### config.mk
export PLATFORM = sky130hd
export DESIGN_NAME = uartDevice
export DESIGN_NICKNAME = d
export VERILOG_FILES = /design/src/hw/uartPkg.sv /design/src/hw/byteFifo.sv /design/src/hw/uartReceiver.sv /design/src/hw/uartTransmitter.sv /design/src/hw/uartRegisters.sv /design/src/hw/uartDevice.sv
export SDC_FILE = /design/constraint.sdc
export NUM_CORES = 1
export LEC_CHECK = 0
export BUFFER_PORTS_ARGS = -buffer_cell sky130_fd_sc_hd__buf_2
export CORE_MARGIN = 8
export CORE_UTILIZATION = 40
export DETAILED_ROUTE_END_ITERATION = 16
export PLACE_DENSITY_LB_ADDON = 0.3
export REMOVE_ABC_BUFFERS = 1
export SKIP_CTS_REPAIR_TIMING = 1
export SYNTH_ARGS = -nofsm -noshare
export SYNTH_HDL_FRONTEND = slang
export SYNTH_SLANG_ARGS = --single-unit
### constraint.sdc
create_clock -name clk -period 4.7 [get_ports clk]
set_input_delay 0.705 -clock clk [delete_from_list [all_inputs] [get_ports clk]]
set_output_delay 0.705 -clock clk [all_outputs]
set_load 0.05 [all_outputs]
### src/hw/uartPkg.sv
`default_nettype none

package uartPkg;

	localparam int clockScaleBits = 16;

	// local register map
	localparam logic [11:0] configOffset = 12'h000;
	localparam logic [11:0] clearOffset = 12'h004;
	localparam logic [11:0] statusOffset = 12'h008;
	localparam logic [11:0] rxOffset = 12'h010;
	localparam logic [11:0] txOffset = 12'h014;

	// cyclesPerBit holds the bit period minus one
	typedef struct packed {
		logic enable;
		logic waitForTxSpace;
		logic [clockScaleBits-1:0] cyclesPerBit;
	} uartConfig;

	typedef struct packed {
		logic txDataLost;
		logic txBufferFull;
		logic txByteOutAvailable;
		logic rxDataLost;
		logic rxBufferFull;
		logic rxDataAvailable;
	} uartStatus;

	typedef struct packed {
		logic txBuffer;
		logic rxBuffer;
		logic tx;
		logic rx;
	} uartClear;

	// 40 MHz clock at 9600 baud, disabled
	localparam uartConfig defaultConfig = uartConfig'(18'h01047);

endpackage

`default_nettype wire

### src/hw/byteFifo.sv
`timescale 1ns/1ps
`default_nettype none

module byteFifo #(
	parameter int bufferDepth = 16
) (
	input wire clk,
	input wire reset,
	input wire clear,
	input wire [7:0] dataIn,
	input wire push,
	input wire pop,
	output logic [7:0] dataOut,
	output logic isData,
	output logic bufferFull,
	output logic dataLost
);
	localparam int pointerBits = $clog2(bufferDepth);

	logic [7:0] storage [bufferDepth];
	logic [pointerBits-1:0] readPointer;
	logic [pointerBits-1:0] writePointer;
	logic [pointerBits:0] count;
	logic doPush;
	logic doPop;

	assign isData = (count != '0);
	assign bufferFull = (count == (pointerBits + 1)'(bufferDepth));
	assign doPop = pop && isData;
	// a simultaneous pop makes room
	assign doPush = push && (!bufferFull || doPop);
	assign dataOut = storage[readPointer];

	always_ff @(posedge clk) begin
		if (doPush) begin
			storage[writePointer] <= dataIn;
		end
	end

	always_ff @(posedge clk) begin
		if (reset || clear) begin
			readPointer <= '0;
			writePointer <= '0;
			count <= '0;
			dataLost <= 1'b0;
		end else begin
			if (doPush) begin
				writePointer <= writePointer + 1'b1;
			end
			if (doPop) begin
				readPointer <= readPointer + 1'b1;
			end
			if (doPush && !doPop) begin
				count <= count + 1'b1;
			end else if (doPop && !doPush) begin
				count <= count - 1'b1;
			end
			if (push && !doPush) begin
				dataLost <= 1'b1;
			end
		end
	end

endmodule

`default_nettype wire

### src/hw/uartReceiver.sv
`timescale 1ns/1ps
`default_nettype none

module uartReceiver (
	input wire clk,
	input wire reset,
	input wire clear,
	input wire [uartPkg::clockScaleBits-1:0] cyclesPerBit,
	input wire rx,
	output logic [7:0] dataOut,
	output logic byteValid
);
	import uartPkg::*;

	typedef enum logic [1:0] {rxIdle, rxStart, rxData, rxStop} rxStateType;

	rxStateType state;
	logic [1:0] rxSync;
	logic rxLast;
	logic [clockScaleBits-1:0] timer;
	logic [2:0] bitIndex;
	logic sampleNow;

	assign sampleNow = (timer == '0);

	// two-flop synchronizer plus edge history
	always_ff @(posedge clk) begin
		if (reset) begin
			rxSync <= 2'b11;
			rxLast <= 1'b1;
		end else begin
			rxSync <= {rxSync[0], rx};
			rxLast <= rxSync[1];
		end
	end

	always_ff @(posedge clk) begin
		if (reset || clear) begin
			state <= rxIdle;
			timer <= '0;
			bitIndex <= '0;
			byteValid <= 1'b0;
		end else begin
			byteValid <= 1'b0;
			case (state)
				rxIdle: begin
					// half a period lands on the start bit midpoint
					if (rxLast && !rxSync[1]) begin
						timer <= cyclesPerBit >> 1;
						state <= rxStart;
					end
				end
				rxStart: begin
					if (!sampleNow) begin
						timer <= timer - 1'b1;
					end else if (!rxSync[1]) begin
						timer <= cyclesPerBit;
						bitIndex <= '0;
						state <= rxData;
					end else begin
						state <= rxIdle;
					end
				end
				rxData: begin
					if (!sampleNow) begin
						timer <= timer - 1'b1;
					end else begin
						timer <= cyclesPerBit;
						bitIndex <= bitIndex + 1'b1;
						if (bitIndex == 3'd7) begin
							state <= rxStop;
						end
					end
				end
				default: begin
					if (!sampleNow) begin
						timer <= timer - 1'b1;
					end else begin
						// framing error drops the byte
						byteValid <= rxSync[1];
						state <= rxIdle;
					end
				end
			endcase
		end
	end

	// lsb arrives first
	always_ff @(posedge clk) begin
		if ((state == rxData) && sampleNow) begin
			dataOut <= {rxSync[1], dataOut[7:1]};
		end
	end

endmodule

`default_nettype wire

### src/hw/uartTransmitter.sv
`timescale 1ns/1ps
`default_nettype none

module uartTransmitter (
	input wire clk,
	input wire reset,
	input wire clear,
	input wire [uartPkg::clockScaleBits-1:0] cyclesPerBit,
	input wire [7:0] dataIn,
	input wire dataAvailable,
	output logic tx,
	output logic busy
);
	import uartPkg::*;

	typedef enum logic {txIdle, txSend} txStateType;

	txStateType state;
	logic [clockScaleBits-1:0] timer;
	logic [3:0] bitsLeft;
	logic [9:0] frame;
	logic loadFrame;
	logic bitDone;

	assign busy = (state == txSend);
	assign loadFrame = dataAvailable && !busy;
	assign bitDone = (timer == '0);
	// line idles high
	assign tx = busy ? frame[0] : 1'b1;

	always_ff @(posedge clk) begin
		if (reset || clear) begin
			state <= txIdle;
			timer <= '0;
			bitsLeft <= '0;
		end else begin
			case (state)
				txIdle: begin
					if (loadFrame) begin
						timer <= cyclesPerBit;
						bitsLeft <= 4'd9;
						state <= txSend;
					end
				end
				default: begin
					if (!bitDone) begin
						timer <= timer - 1'b1;
					end else if (bitsLeft == '0) begin
						state <= txIdle;
					end else begin
						timer <= cyclesPerBit;
						bitsLeft <= bitsLeft - 1'b1;
					end
				end
			endcase
		end
	end

	// stop, data, start from msb down
	always_ff @(posedge clk) begin
		if (loadFrame) begin
			frame <= {1'b1, dataIn, 1'b0};
		end else if (busy && bitDone) begin
			frame <= {1'b1, frame[9:1]};
		end
	end

endmodule

`default_nettype wire

### src/hw/uartRegisters.sv
`timescale 1ns/1ps
`default_nettype none

module uartRegisters #(
	parameter logic [3:0] deviceId = 4'h0
) (
	input wire clk,
	input wire reset,
	input wire peripheralEnable,
	input wire peripheralBusWe,
	input wire peripheralBusOe,
	input wire [15:0] peripheralBusAddress,
	input wire [3:0] peripheralBusByteSelect,
	input wire [31:0] peripheralBusDataWrite,
	output logic [31:0] peripheralBusDataRead,
	output logic requestOutput,
	output logic peripheralBusBusy,
	output uartPkg::uartConfig configuration,
	output uartPkg::uartClear clear,
	output logic txPush,
	output logic [7:0] txByte,
	output logic rxPop,
	input wire [7:0] rxByte,
	input wire uartPkg::uartStatus status
);
	import uartPkg::*;

	logic deviceSelect;
	logic [11:0] localAddress;
	logic writeStrobe;
	logic readStrobe;
	logic readMapped;
	logic [31:0] readValue;

	assign localAddress = peripheralBusAddress[11:0];
	assign deviceSelect = peripheralEnable && (peripheralBusAddress[15:12] == deviceId);

	// hold a tx write until the buffer has room
	assign peripheralBusBusy = peripheralBusWe && deviceSelect && (localAddress == txOffset)
		&& configuration.waitForTxSpace && status.txBufferFull && configuration.enable;

	assign writeStrobe = peripheralBusWe && deviceSelect && peripheralBusByteSelect[0]
		&& !peripheralBusBusy;
	assign readStrobe = peripheralBusOe && deviceSelect;

	always_ff @(posedge clk) begin
		if (reset) begin
			configuration <= defaultConfig;
		end else if (writeStrobe && (localAddress == configOffset)) begin
			configuration <= uartConfig'(peripheralBusDataWrite[$bits(uartConfig)-1:0]);
		end
	end

	// one-cycle strobes, one per written bit
	always_comb begin
		clear = '0;
		if (writeStrobe && (localAddress == clearOffset)) begin
			clear = uartClear'(peripheralBusDataWrite[$bits(uartClear)-1:0]);
		end
	end

	assign txPush = writeStrobe && (localAddress == txOffset);
	assign txByte = peripheralBusDataWrite[7:0];

	// an empty buffer is never popped
	assign rxPop = readStrobe && (localAddress == rxOffset) && status.rxDataAvailable;

	always_comb begin
		readMapped = 1'b1;
		readValue = '0;
		case (localAddress)
			configOffset: readValue = 32'(configuration);
			statusOffset: readValue = 32'(status);
			rxOffset: readValue = status.rxDataAvailable ? 32'(rxByte) : '0;
			txOffset: readValue = '0;
			default: readMapped = 1'b0;
		endcase
	end

	always_ff @(posedge clk) begin
		if (reset) begin
			requestOutput <= 1'b0;
		end else begin
			requestOutput <= readStrobe && readMapped;
		end
	end

	// head byte is captured at the same edge that pops it
	always_ff @(posedge clk) begin
		peripheralBusDataRead <= (readStrobe && readMapped) ? readValue : '0;
	end

endmodule

`default_nettype wire

### src/hw/uartDevice.sv
`timescale 1ns/1ps
`default_nettype none

module uartDevice #(
	parameter logic [3:0] deviceId = 4'h0,
	parameter int bufferDepth = 16
) (
	input wire clk,
	input wire reset,

	// peripheral bus
	input wire peripheralEnable,
	input wire peripheralBusWe,
	input wire peripheralBusOe,
	output logic peripheralBusBusy,
	input wire [15:0] peripheralBusAddress,
	input wire [3:0] peripheralBusByteSelect,
	output logic [31:0] peripheralBusDataRead,
	input wire [31:0] peripheralBusDataWrite,
	output logic requestOutput,

	// serial side
	output logic uartEn,
	input wire uartRx,
	output logic uartTx
);
	import uartPkg::*;

	uartConfig configuration;
	uartClear clear;
	wire uartStatus status;
	logic txPush;
	logic [7:0] txByte;
	logic rxPop;
	logic [7:0] rxByte;
	logic [7:0] rxByteIn;
	logic rxByteValid;
	logic [7:0] txByteOut;
	logic txSendBusy;
	logic txReady;

	assign uartEn = configuration.enable;
	assign txReady = status.txByteOutAvailable && configuration.enable;

	uartRegisters #(.deviceId(deviceId)) registers (
		.clk(clk),
		.reset(reset),
		.peripheralEnable(peripheralEnable),
		.peripheralBusWe(peripheralBusWe),
		.peripheralBusOe(peripheralBusOe),
		.peripheralBusAddress(peripheralBusAddress),
		.peripheralBusByteSelect(peripheralBusByteSelect),
		.peripheralBusDataWrite(peripheralBusDataWrite),
		.peripheralBusDataRead(peripheralBusDataRead),
		.requestOutput(requestOutput),
		.peripheralBusBusy(peripheralBusBusy),
		.configuration(configuration),
		.clear(clear),
		.txPush(txPush),
		.txByte(txByte),
		.rxPop(rxPop),
		.rxByte(rxByte),
		.status(status));

	uartReceiver receiver (
		.clk(clk),
		.reset(reset),
		.clear(clear.rx),
		.cyclesPerBit(configuration.cyclesPerBit),
		.rx(uartRx),
		.dataOut(rxByteIn),
		.byteValid(rxByteValid));

	// received bytes are discarded while disabled
	byteFifo #(.bufferDepth(bufferDepth)) rxBuffer (
		.clk(clk),
		.reset(reset),
		.clear(clear.rxBuffer),
		.dataIn(rxByteIn),
		.push(rxByteValid && configuration.enable),
		.pop(rxPop),
		.dataOut(rxByte),
		.isData(status.rxDataAvailable),
		.bufferFull(status.rxBufferFull),
		.dataLost(status.rxDataLost));

	// pop in the cycle the transmitter latches the byte
	byteFifo #(.bufferDepth(bufferDepth)) txBuffer (
		.clk(clk),
		.reset(reset),
		.clear(clear.txBuffer),
		.dataIn(txByte),
		.push(txPush),
		.pop(txReady && !txSendBusy),
		.dataOut(txByteOut),
		.isData(status.txByteOutAvailable),
		.bufferFull(status.txBufferFull),
		.dataLost(status.txDataLost));

	uartTransmitter transmitter (
		.clk(clk),
		.reset(reset),
		.clear(clear.tx),
		.cyclesPerBit(configuration.cyclesPerBit),
		.dataIn(txByteOut),
		.dataAvailable(txReady),
		.tx(uartTx),
		.busy(txSendBusy));

endmodule

`default_nettype wire

======== Word-level counts from Yosys, hierarchy flattened ========
Memories as Yosys holds them, arrays and structs flattened. A register that Yosys moved wholly into a read port is not among the register bits.
Cells that the tools add are included.
W data, S select, Z words.
storage, ports and cells
  memories ................................ 2
  input bits .............................. 58
  output and inout bits ................... 36
  register bits ........................... 142
  bits in writable memories ............... 256
memory list
  memory            words  bits a word  read ports  clocked after Yosys merged registers in  wr ports  line            source
  rxBuffer.storage  16     8            1           1                                        1         byteFifo.sv:20  logic [7:0] storage [bufferDepth];
  txBuffer.storage  16     8            1           1                                        1         byteFifo.sv:20
cells by class
  reduce and logical (&&, ||, !) cells .... 67
  bitwise gates (word level) .............. 1
  mux-type cells .......................... 48
  add/subtract/negate cells ............... 12
  eq/ne operators ......................... 19
operators with widths
  cell                     number
  $mux W16                 9
  $pmux W32 S3             1
  $pmux W16 S3             1
  $mux W4                  9
  $logic_not A16 Y1        2
  $sub A16 B1 Y16 const B  2
  $logic_and A1 B1 Y1      31
  $eq A12 B5 Y1 const B    2
  $mux W5                  4
  $mux W9                  2
  $add A4 B1 Y4 const B    4
  $eq A12 B3 Y1 const B    1
  $eq A12 B4 Y1 const B    1
  $logic_not A12 Y1        1
  $mux W2                  6
  $reduce_bool A2 Y1       6
  $add A5 B1 Y5 const B    2
  $eq A5 B5 Y1 const B     2
  $mux W1                  10
  $reduce_bool A5 Y1       2
  $sub A5 B1 Y5 const B    2
  $logic_not A1 Y1         9
  $mux W3                  3
  $logic_not A4 Y1         2
  21 further kinds         33

======== Depth between registers and ports, before layout ========
Gate-level depths: netlist of run 1.
  word-level depth ........................ 15
  mapped depth ............................ 14
  depth with buffers taken out ............ 14

======== Hierarchy ========
Synthesis of run 1 repeated with hierarchy kept, for this count alone.
unflattened totals
  cell total of the unflattened synthesis .. 1249
  area total of the unflattened synthesis .. 17070.1 µm²
by module, submodules not included
  module           cells each  times used  area an instance (µm²)
  byteFifo         320         2           5829.3
  uartReceiver     222         1           1904.3
  uartRegisters    198         1           1761.7
  uartTransmitter  186         1           1722.9
  uartDevice       3           1           22.5

======== Worst setup path after synthesis of run 1 ========
Ideal clock, no wire load.
  path kind ............................... input -> output
  from .................................... input peripheralBusAddress[9]
  to ...................................... output peripheralBusBusy
  data required time ...................... 3.995 ns
  cell stages on the path ................. 5
  arrival ................................. 3.279 ns
  path slack .............................. 0.716 ns
  path buffers ............................ 1
  path through ............................ nor4_1 nand4b_1 or3_1 clkbuf_1 nor4_1
on the way
  longest elaborated chain between the ends .. 5
RTL lines
  element                           line                 source
  from (decl)                       uartDevice.sv:16     input wire [15:0] peripheralBusAddress,
  $eq A12 B5 Y1                     uartRegisters.sv:39  assign peripheralBusBusy = peripheralBusWe && deviceSelect && (localAddress == txOffset)
  $logic_and A1 B1 Y1               uartRegisters.sv:39
  $logic_and A1 B1 Y1 (3 in a row)  uartRegisters.sv:40  && configuration.waitForTxSpace && status.txBufferFull && configuration.enable;
  to (decl)                         uartDevice.sv:15     output logic peripheralBusBusy,
No other way between the ends.

======== Final worst setup path of run 1 ========
Ends and elaborated chain as after synthesis.

==> summary.md, run 1 <==
| Metric | Value |
|---|---|
| Status | finished, final reports clean |
| Hold slack | 0.3431 ns |
| Worst setup endpoint | peripheralBusBusy |
| First DRT Iteration DRCs | 814 |
| Synth area leaders | edfxtp_1 (50%), dfxtp_1 (15%), mux4_2 (11%) |
| R2r setup slk | 1.13 ns |
| Final Critical Period | 3.798 ns |
| CP Capture Type | primary output |
| Synth Flop Type | edfxtp_1 |
| Largest stage delay, worst path | 0.77 ns |
| PortBufs | 62 |
| DR DRC count | 0 |
| Peak supply drop | 0.0003562 V |
| Core area | 40740 µm² |
| ANT cells | 0 |
| Largest area contributor in the netlist | edfxtp_1 |
| Post-DP HPWL | 25300 µm |
| Antenna-violating nets left | 0 |
| Top cells by count, synth | edfxtp_1 (272), dfxtp_1 (120), nor2_1 (102) |
| Final hold viol count | 0 |
| Final instance area | 18660 µm² |
| Slew Limit Fails | 0 |
| Critical R2R Capture | txBuffer.count[4]$_SDFFE_PP0P_ |
| First-pass iteration count of the detailed router | 5 |
| Via count | 9941 |
| Share of cells above drive strength 1 | 19.70% |
| Hold path start | uartRx |
| HP Class | input port to register |
| Delay-heaviest family, CP | simple AND/OR/NAND/NOR gates |
| Buf/Inv on CP | 2 |
| Final setup viols | 0 |
| Num rows | 74 |
| CP Class | input port to primary output |
| Layout area overhead | 13.45% |
| Slowest-stage cell, CP | nor4_1 |
| Largest net degree at the start of global routing | 33 |
| Num CTS Buffers | 41 |
| M2 GR Usage | 25.01% |
| Initial antenna violation count | 0 |
| CP Data Arrival Time | 3.09 ns |
| Cells along the critical path | buf_2 -> nor4_1 -> nand4b_1 -> or3_1 -> nor4_1 -> buf_2 |
| Max-Slew Margin vs Limit | 15.77% |
| Max_cap viols | 0 |
| Critical path depth in cells | 6 |
| Most numerous cell in the Yosys netlist | edfxtp_1 |
| M1 GR Usage | 21.95% |
| Clk Latency, worst-skew pair | 0.56 ns |
| Drt total wl | 37770 µm |
| Crit path max fanout | 6 |
| Worst r2r src | txBuffer.count[0]$_SDFFE_PP0P_ |
| Fin crit share | 80.80% |
| Slew @ Worst Pin | 1.250 ns |
| CTS Buffer Depth | 3 |
| Worst-path clk slew | 0.06 ns |
| Fmax | 263.3 MHz |
| RSZ-0062 raised after global routing | false |
| CTS Sinks | 392 |
| Data required, critical path | 3.99 ns |
| Io pins | 94 |
| CP startpoint | peripheralBusAddress[9] |
| Asr flop ratio synth | 0% |
| RePlAce Congestion | 0.8832 |
| Share of the synthesized area in the top cell type | 49.65% |
| Synth Cell Area | 16450 µm² |
| Post-Synthesis Cells | 1156 |
| Vias in the first global route | 9974 |
| Flops & latches, synth | 392 |
| EDFF count, synth | 272 |
| Met3 Use GR | 2.781% |
| Routed len/inst | 20.97 µm |
| Die Height | 218.8 µm |
| # H-tree levels | 2 |
| Die area | 47870 µm² |
| Final Skew | 0.01836 ns |
| Setup crit start kind | input port |
| R2R depth | 14 |
| Most Crowded Layer GR | met2 |
| Final total power | 7.782 mW |
| YS warnings | 0 |
| CTS tree | done |
| GRT Util Overall | 15.79% |
| First-pass GRT wire length | 58710 µm |
| Total gr overflow | 0 |
| Pwr Density | 417.0 nW/µm² |
| Dpl cell area | 17400 µm² |
| Vias per cell | 5.520 |
| Nets | 1323 |
| Root Driver | clkbuf_16 |
| Seq/Total Area, Yosys | 64.25% |
| TNS Setup | 0 ns |
| Initial Utilization | 40.38% |
| Lkg Pwr | 6.396 nW |
| Die W | 218.8 µm |
| Avg Cell Area, Syn | 14.23 µm² |
| Netlist cell types | 72 |
## how the worst min path moves through the flow
stage	cells past startpoint	to
6_report	2	receiver.rxSync[0]$_SDFF_PP1_
5_1_grt	2	receiver.rxSync[0]$_SDFF_PP1_
4_1_cts	2	receiver.rxSync[0]$_SDFF_PP1_
3_5_place_dp	1	receiver.rxSync[1]$_SDFF_PP1_
3_3_place_gp	1	receiver.rxSync[1]$_SDFF_PP1_
2_1_floorplan	1	receiver.rxSync[1]$_SDFF_PP1_
## metal layers
metal | vias to the layer above | share of wire (%)
met5 | - | 0
met1 | 4979 | 45
met2 | 283 | 47
met3 | 60 | 5.8
met4 | 0 | 2.4
li1 | 4619 | -
## area by class of cell
cell class                 instances  area [µm²]
fill                            3644       22080
sequential                       392       10570
multi-input combinational        674        5477
clock buffer                      57        1147
tap                              532       665.6
timing repair buffer              96       565.5
clock inverter                    19       118.9
inverter                          31       116.4
## where the power goes
part | internal [mW] | leakage (nW) | total [mW] | switching (mW)
Clock | 1.72 | 0.620 | 3.07 | 1.35
Combinational | 0.317 | 2.36 | 0.922 | 0.606
Sequential | 3.72 | 3.42 | 3.79 | 0.0667
Total | 5.76 | 6.40 | 7.78 | 2.02
## layout by cell type (no fill, tap or decap), drive strengths merged, types with 4 or more instances in the layout
cell | Yosys | routed
a211oi | 6 | 6
a21o | 13 | 13
a21oi | 65 | 65
a221oi | 5 | 5
a22o | 12 | 12
a22oi | 5 | 5
a31oi | 10 | 10
a32oi | 5 | 5
and2 | 10 | 10
buf | 33 | 96
clkbuf | 39 | 57
clkinv | 3 | 16
conb | 1 | 14
dfxtp | 120 | 120
edfxtp | 272 | 272
ha | 27 | 27
inv | 28 | 32
mux2i | 24 | 24
mux4 | 79 | 79
nand2 | 65 | 65
nand2b | 9 | 9
nand3 | 15 | 15
nand4 | 9 | 9
nor2 | 102 | 102
nor3 | 34 | 34
nor4 | 18 | 18
o21ai | 37 | 37
o22ai | 4 | 4
o311ai | 4 | 4
o31ai | 7 | 7
or2 | 4 | 4
or3 | 13 | 13
or4 | 6 | 6
xnor2 | 12 | 12
xor2 | 16 | 16
## logic make-up (layout without fill, tap and decap cells)
kind of cell | count (synthesis) | count (layout) | synth area share, %
flops | 392 | 392 | 64.25
simple gates | 302 | 302 | 8.944
compound gates | 196 | 196 | 7.826
mux | 105 | 105 | 12.41
buf+inv | 103 | 203 | 2.753
fa+ha+maj | 29 | 29 | 2.297
xor+xnor | 28 | 28 | 1.491
other cells | 1 | 14 | 0.02280
## flip-flops by register name, indices dropped and copies added (netlist names), 5 cells and up, named ones only
signal and count:
txBuffer.count 5, transmitter.frame 9, receiver.dataOut 8, registers.configuration 18
rxBuffer.storage 128, txBuffer.storage 128, registers.peripheralBusDataRead 18, rxBuffer.count 5
transmitter.timer 16, receiver.timer 16
## metrics by stage
stage	utilization [%]	setup WS (ns)	std cells
2_1_floorplan	-	0.3552	1097
3_3_place_gp	42.70	0.6296	1725
3_5_place_dp	42.70	0.5618	1725
4_1_cts	45.81	0.9508	1801
5_1_grt	45.81	0.7573	1801
6_report	45.81	0.9023	1801
Power figures use the tool's default switching activity.
==> inputs of run 2 (changes only) <==
- ABC_AREA: not set -> 1
- clock period: 4.7 -> 3.8 ns (I/O delays scaled with it)
==> summary.md, run 2 <==
| Metric | Value |
|---|---|
| DR DRC count | 0 (unchanged) |
| Avg Cell Area, Syn | 9.627 µm² (-32%) |
| Delay-heaviest family, CP | compound AO/OA/AOI/OAI gates |
| Cells along the critical path | inv_1 -> o211ai_1 -> nand4_1 -> inv_1 -> ha_1 -> inv_1 -> fa_1 -> a21oi_1 -> nor2_1 -> o21ai_0 -> nand3_1 -> xor2_1 -> nor2_1 |
| Largest area contributor in the netlist | edfxtp_1 |
| Seq/Total Area, Yosys | 60.36% (-3.9 points) |
| Largest stage delay, worst path | 0.47 ns (-0.30 ns) |
| Most numerous cell in the Yosys netlist | nand2_1 |
| Crit path max fanout | 6 (unchanged) |
| # H-tree levels | 2 (unchanged) |
| Nets | 1969 (+49%) |
| CTS Buffer Depth | 3 (unchanged) |
| CTS Sinks | 392 (unchanged) |
| HP Class | input port to register |
| First-pass GRT wire length | 66920 µm (+14%) |
| Final Critical Period | 2.939 ns |
| First-pass iteration count of the detailed router | 5 (unchanged) |
| Data required, critical path | 4.20 ns (+0.21 ns) |
| TNS Setup | 0 ns (unchanged) |
| Final instance area | 19800 µm² (+6.1%) |
| Netlist cell types | 49 (-32%) |
| Post-Synthesis Cells | 1819 (+57%) |
| Worst Slack Setup Final | 0.8610 ns (-0.04134 ns) |
| YS warnings | 0 (unchanged) |
| Synth area leaders | edfxtp_1 (47%), dfxtp_1 (14%), nand2_1 (7.2%) |
| Die W | 225.2 µm (+2.9%) |
| Via count | 12860 (+29%) |
| Share of cells above drive strength 1 | 11.44% (-8.3 points) |
| Dpl ws | 0.3697 ns (-0.1922 ns) |
| Dpl cell area | 18420 µm² (+5.9%) |
| Fin crit share | 77.34% |
| Top cells by count, synth | nand2_1 (335), edfxtp_1 (272), nor2_1 (224) |
| EDFF count, synth | 272 (unchanged) |
| Share of the synthesized area in the top cell type | 46.64% (-3.0 points) |
| Die area | 50730 µm² (+6.0%) |
| Num CTS Buffers | 42 (+2.4%) |
| Post-DP HPWL | 27740 µm (+9.7%) |
| Slowest-stage cell, CP | dfxtp_1 |
| Lkg Pwr | 7.526 nW (+18%) |
| ANT cells | 0 (unchanged) |
| CP Capture Type | register |
| CTS tree | done |
| Status | finished, final reports clean |
| Critical path depth in cells | 13 (+7) |
| Most Crowded Layer GR | met2 |
| Setup crit start kind | register |
| Total gr overflow | 0 (unchanged) |
| WHS Path Cells | 2 (unchanged) |
| Commonest non-fill, non-tap cell in the layout | nand2_1 |
| Final hold viol count | 0 (unchanged) |
| CP Data Arrival Time | 3.34 ns (+0.25 ns) |
| Fmax | 340.3 MHz |
| RSZ-0062 raised after global routing | false |
| Die Height | 225.2 µm (+2.9%) |
| PortBufs | 62 (unchanged) |
| Peak supply drop | 0.0004497 V (+26%) |
| R2R depth | 13 (-1) |
| M1 GR Usage | 23.03% (+1.1 points) |
| Pwr Density | 508.4 nW/µm² (+22%) |
| Buf/Inv on CP | 3 (+1) |
| Initial Utilization | 40.56% (+0.18 points) |
| Vias in the first global route | 12220 (+23%) |
| Largest net degree at the start of global routing | 70 (+110%) |
| Layout area overhead | 13.07% |
| Max-Slew Margin vs Limit | 32.86% (+17 points) |
| Core area | 43170 µm² (+6.0%) |
| Final total power | 10.07 mW (+29%) |
| CP Class | register to register |
| RePlAce Congestion | 0.8851 (+0.22%) |
| Asr flop ratio synth | 0% (unchanged) |
| Vias per cell | 5.143 (-6.8%) |
| Slew Limit Fails | 0 (unchanged) |
| Most frequent cells in the layout | nand2_1 (335), edfxtp_1 (272), nor2_1 (224) |
| Max_cap viols | 0 (unchanged) |
| Num rows | 76 (+2.7%) |
| Synth Cell Area | 17510 µm² (+6.4%) |
| Synth Flop Type | edfxtp_1 |
| Initial antenna violation count | 0 (unchanged) |
| R2r setup slk | 0.86 ns (-0.27 ns) |
| Final setup viols | 0 (unchanged) |
| First DRT Iteration DRCs | 1224 (+50%) |
| Worst-path clk slew | 0.06 ns (about the same) |
| M2 GR Usage | 26.43% (+1.4 points) |
| GRT Util Overall | 16.56% (+0.77 points) |
| Root Driver | clkbuf_16 |
| Met3 Use GR | 2.589% (-0.19 points) |
| Slew @ Worst Pin | 1.003 ns (-0.2469 ns) |
| Clk Latency, worst-skew pair | 0.56 ns (about the same) |
| Final Skew | 0.02333 ns (+0.004970 ns) |
| Final core occ | 45.86% (+0.053 points) |
| Routed len/inst | 17.03 µm (-19%) |
| Flops & latches, synth | 392 (unchanged) |
| Most used cell, CP | inv_1 |
| Top Registers | rxBuffer.storage: 128 flops, txBuffer.storage: 128 flops |
| Antenna-violating nets left | 0 (unchanged) |
| Drt total wl | 42580 µm (+13%) |
| Io pins | 94 (unchanged) |
run 2: logic make-up (layout without fill, tap and decap cells):
| group | after synthesis | in the layout | share of synthesized area [%] |
|---|---|---|---|
| and+or+nand+nor | 792 | 792 | 19.68 |
| DFF | 392 | 392 | 60.36 |
| AOI/OAI and AO/OA | 344 | 344 | 10.69 |
| buffers and inverters | 234 | 317 | 5.737 |
| adders and majority gates | 29 | 29 | 2.158 |
| xor gates and xnor gates | 27 | 27 | 1.350 |
| other | 1 | 14 | 0.02141 |
run 2: per-layer routing:
layer  part of all wire (%)  vias up
met5                      0        -
met4                    2.4        0
met3                    5.3       64
met2                     46      376
met1                     47     6102
li1                       -     6315
run 2: cell type report:
cell class / instances / area, µm²
Clock buffer: 57 / 1159
Multi-Input combinational cell: 1206 / 5986
Fill cell: 4135 / 23370
Sequential cell: 392 / 10570
Timing Repair Buffer: 97 / 585.6
Clock inverter: 20 / 221.5
Tap cell: 585 / 732.0
Inverter: 143 / 544.3
run 2: stage by stage:
step,cells,hold slack [ns]
after floorplan,1741,0.3895
after global placement,2423,0.3918
after detailed placement,2423,0.4059
after CTS,2500,0.1746
after global routing,2500,0.2088
final,2500,0.2034
run 2: final timing paths:
kind / end / start
max: txBuffer.count[4]$_SDFFE_PP0P_ / registers.configuration[17]$_SDFFE_PP0P_
min: receiver.rxSync[0]$_SDFF_PP1_ / uartRx
max reg2reg: txBuffer.count[4]$_SDFFE_PP0P_ / registers.configuration[17]$_SDFFE_PP0P_
min reg2reg: receiver.rxSync[1]$_SDFF_PP1_ / receiver.rxSync[0]$_SDFF_PP1_
run 2: power breakdown:
part,total [mW],switching [mW],internal [mW]
clock,4.08,1.66,2.42
combinational,1.36,0.955,0.406
sequential,4.63,0.0469,4.58
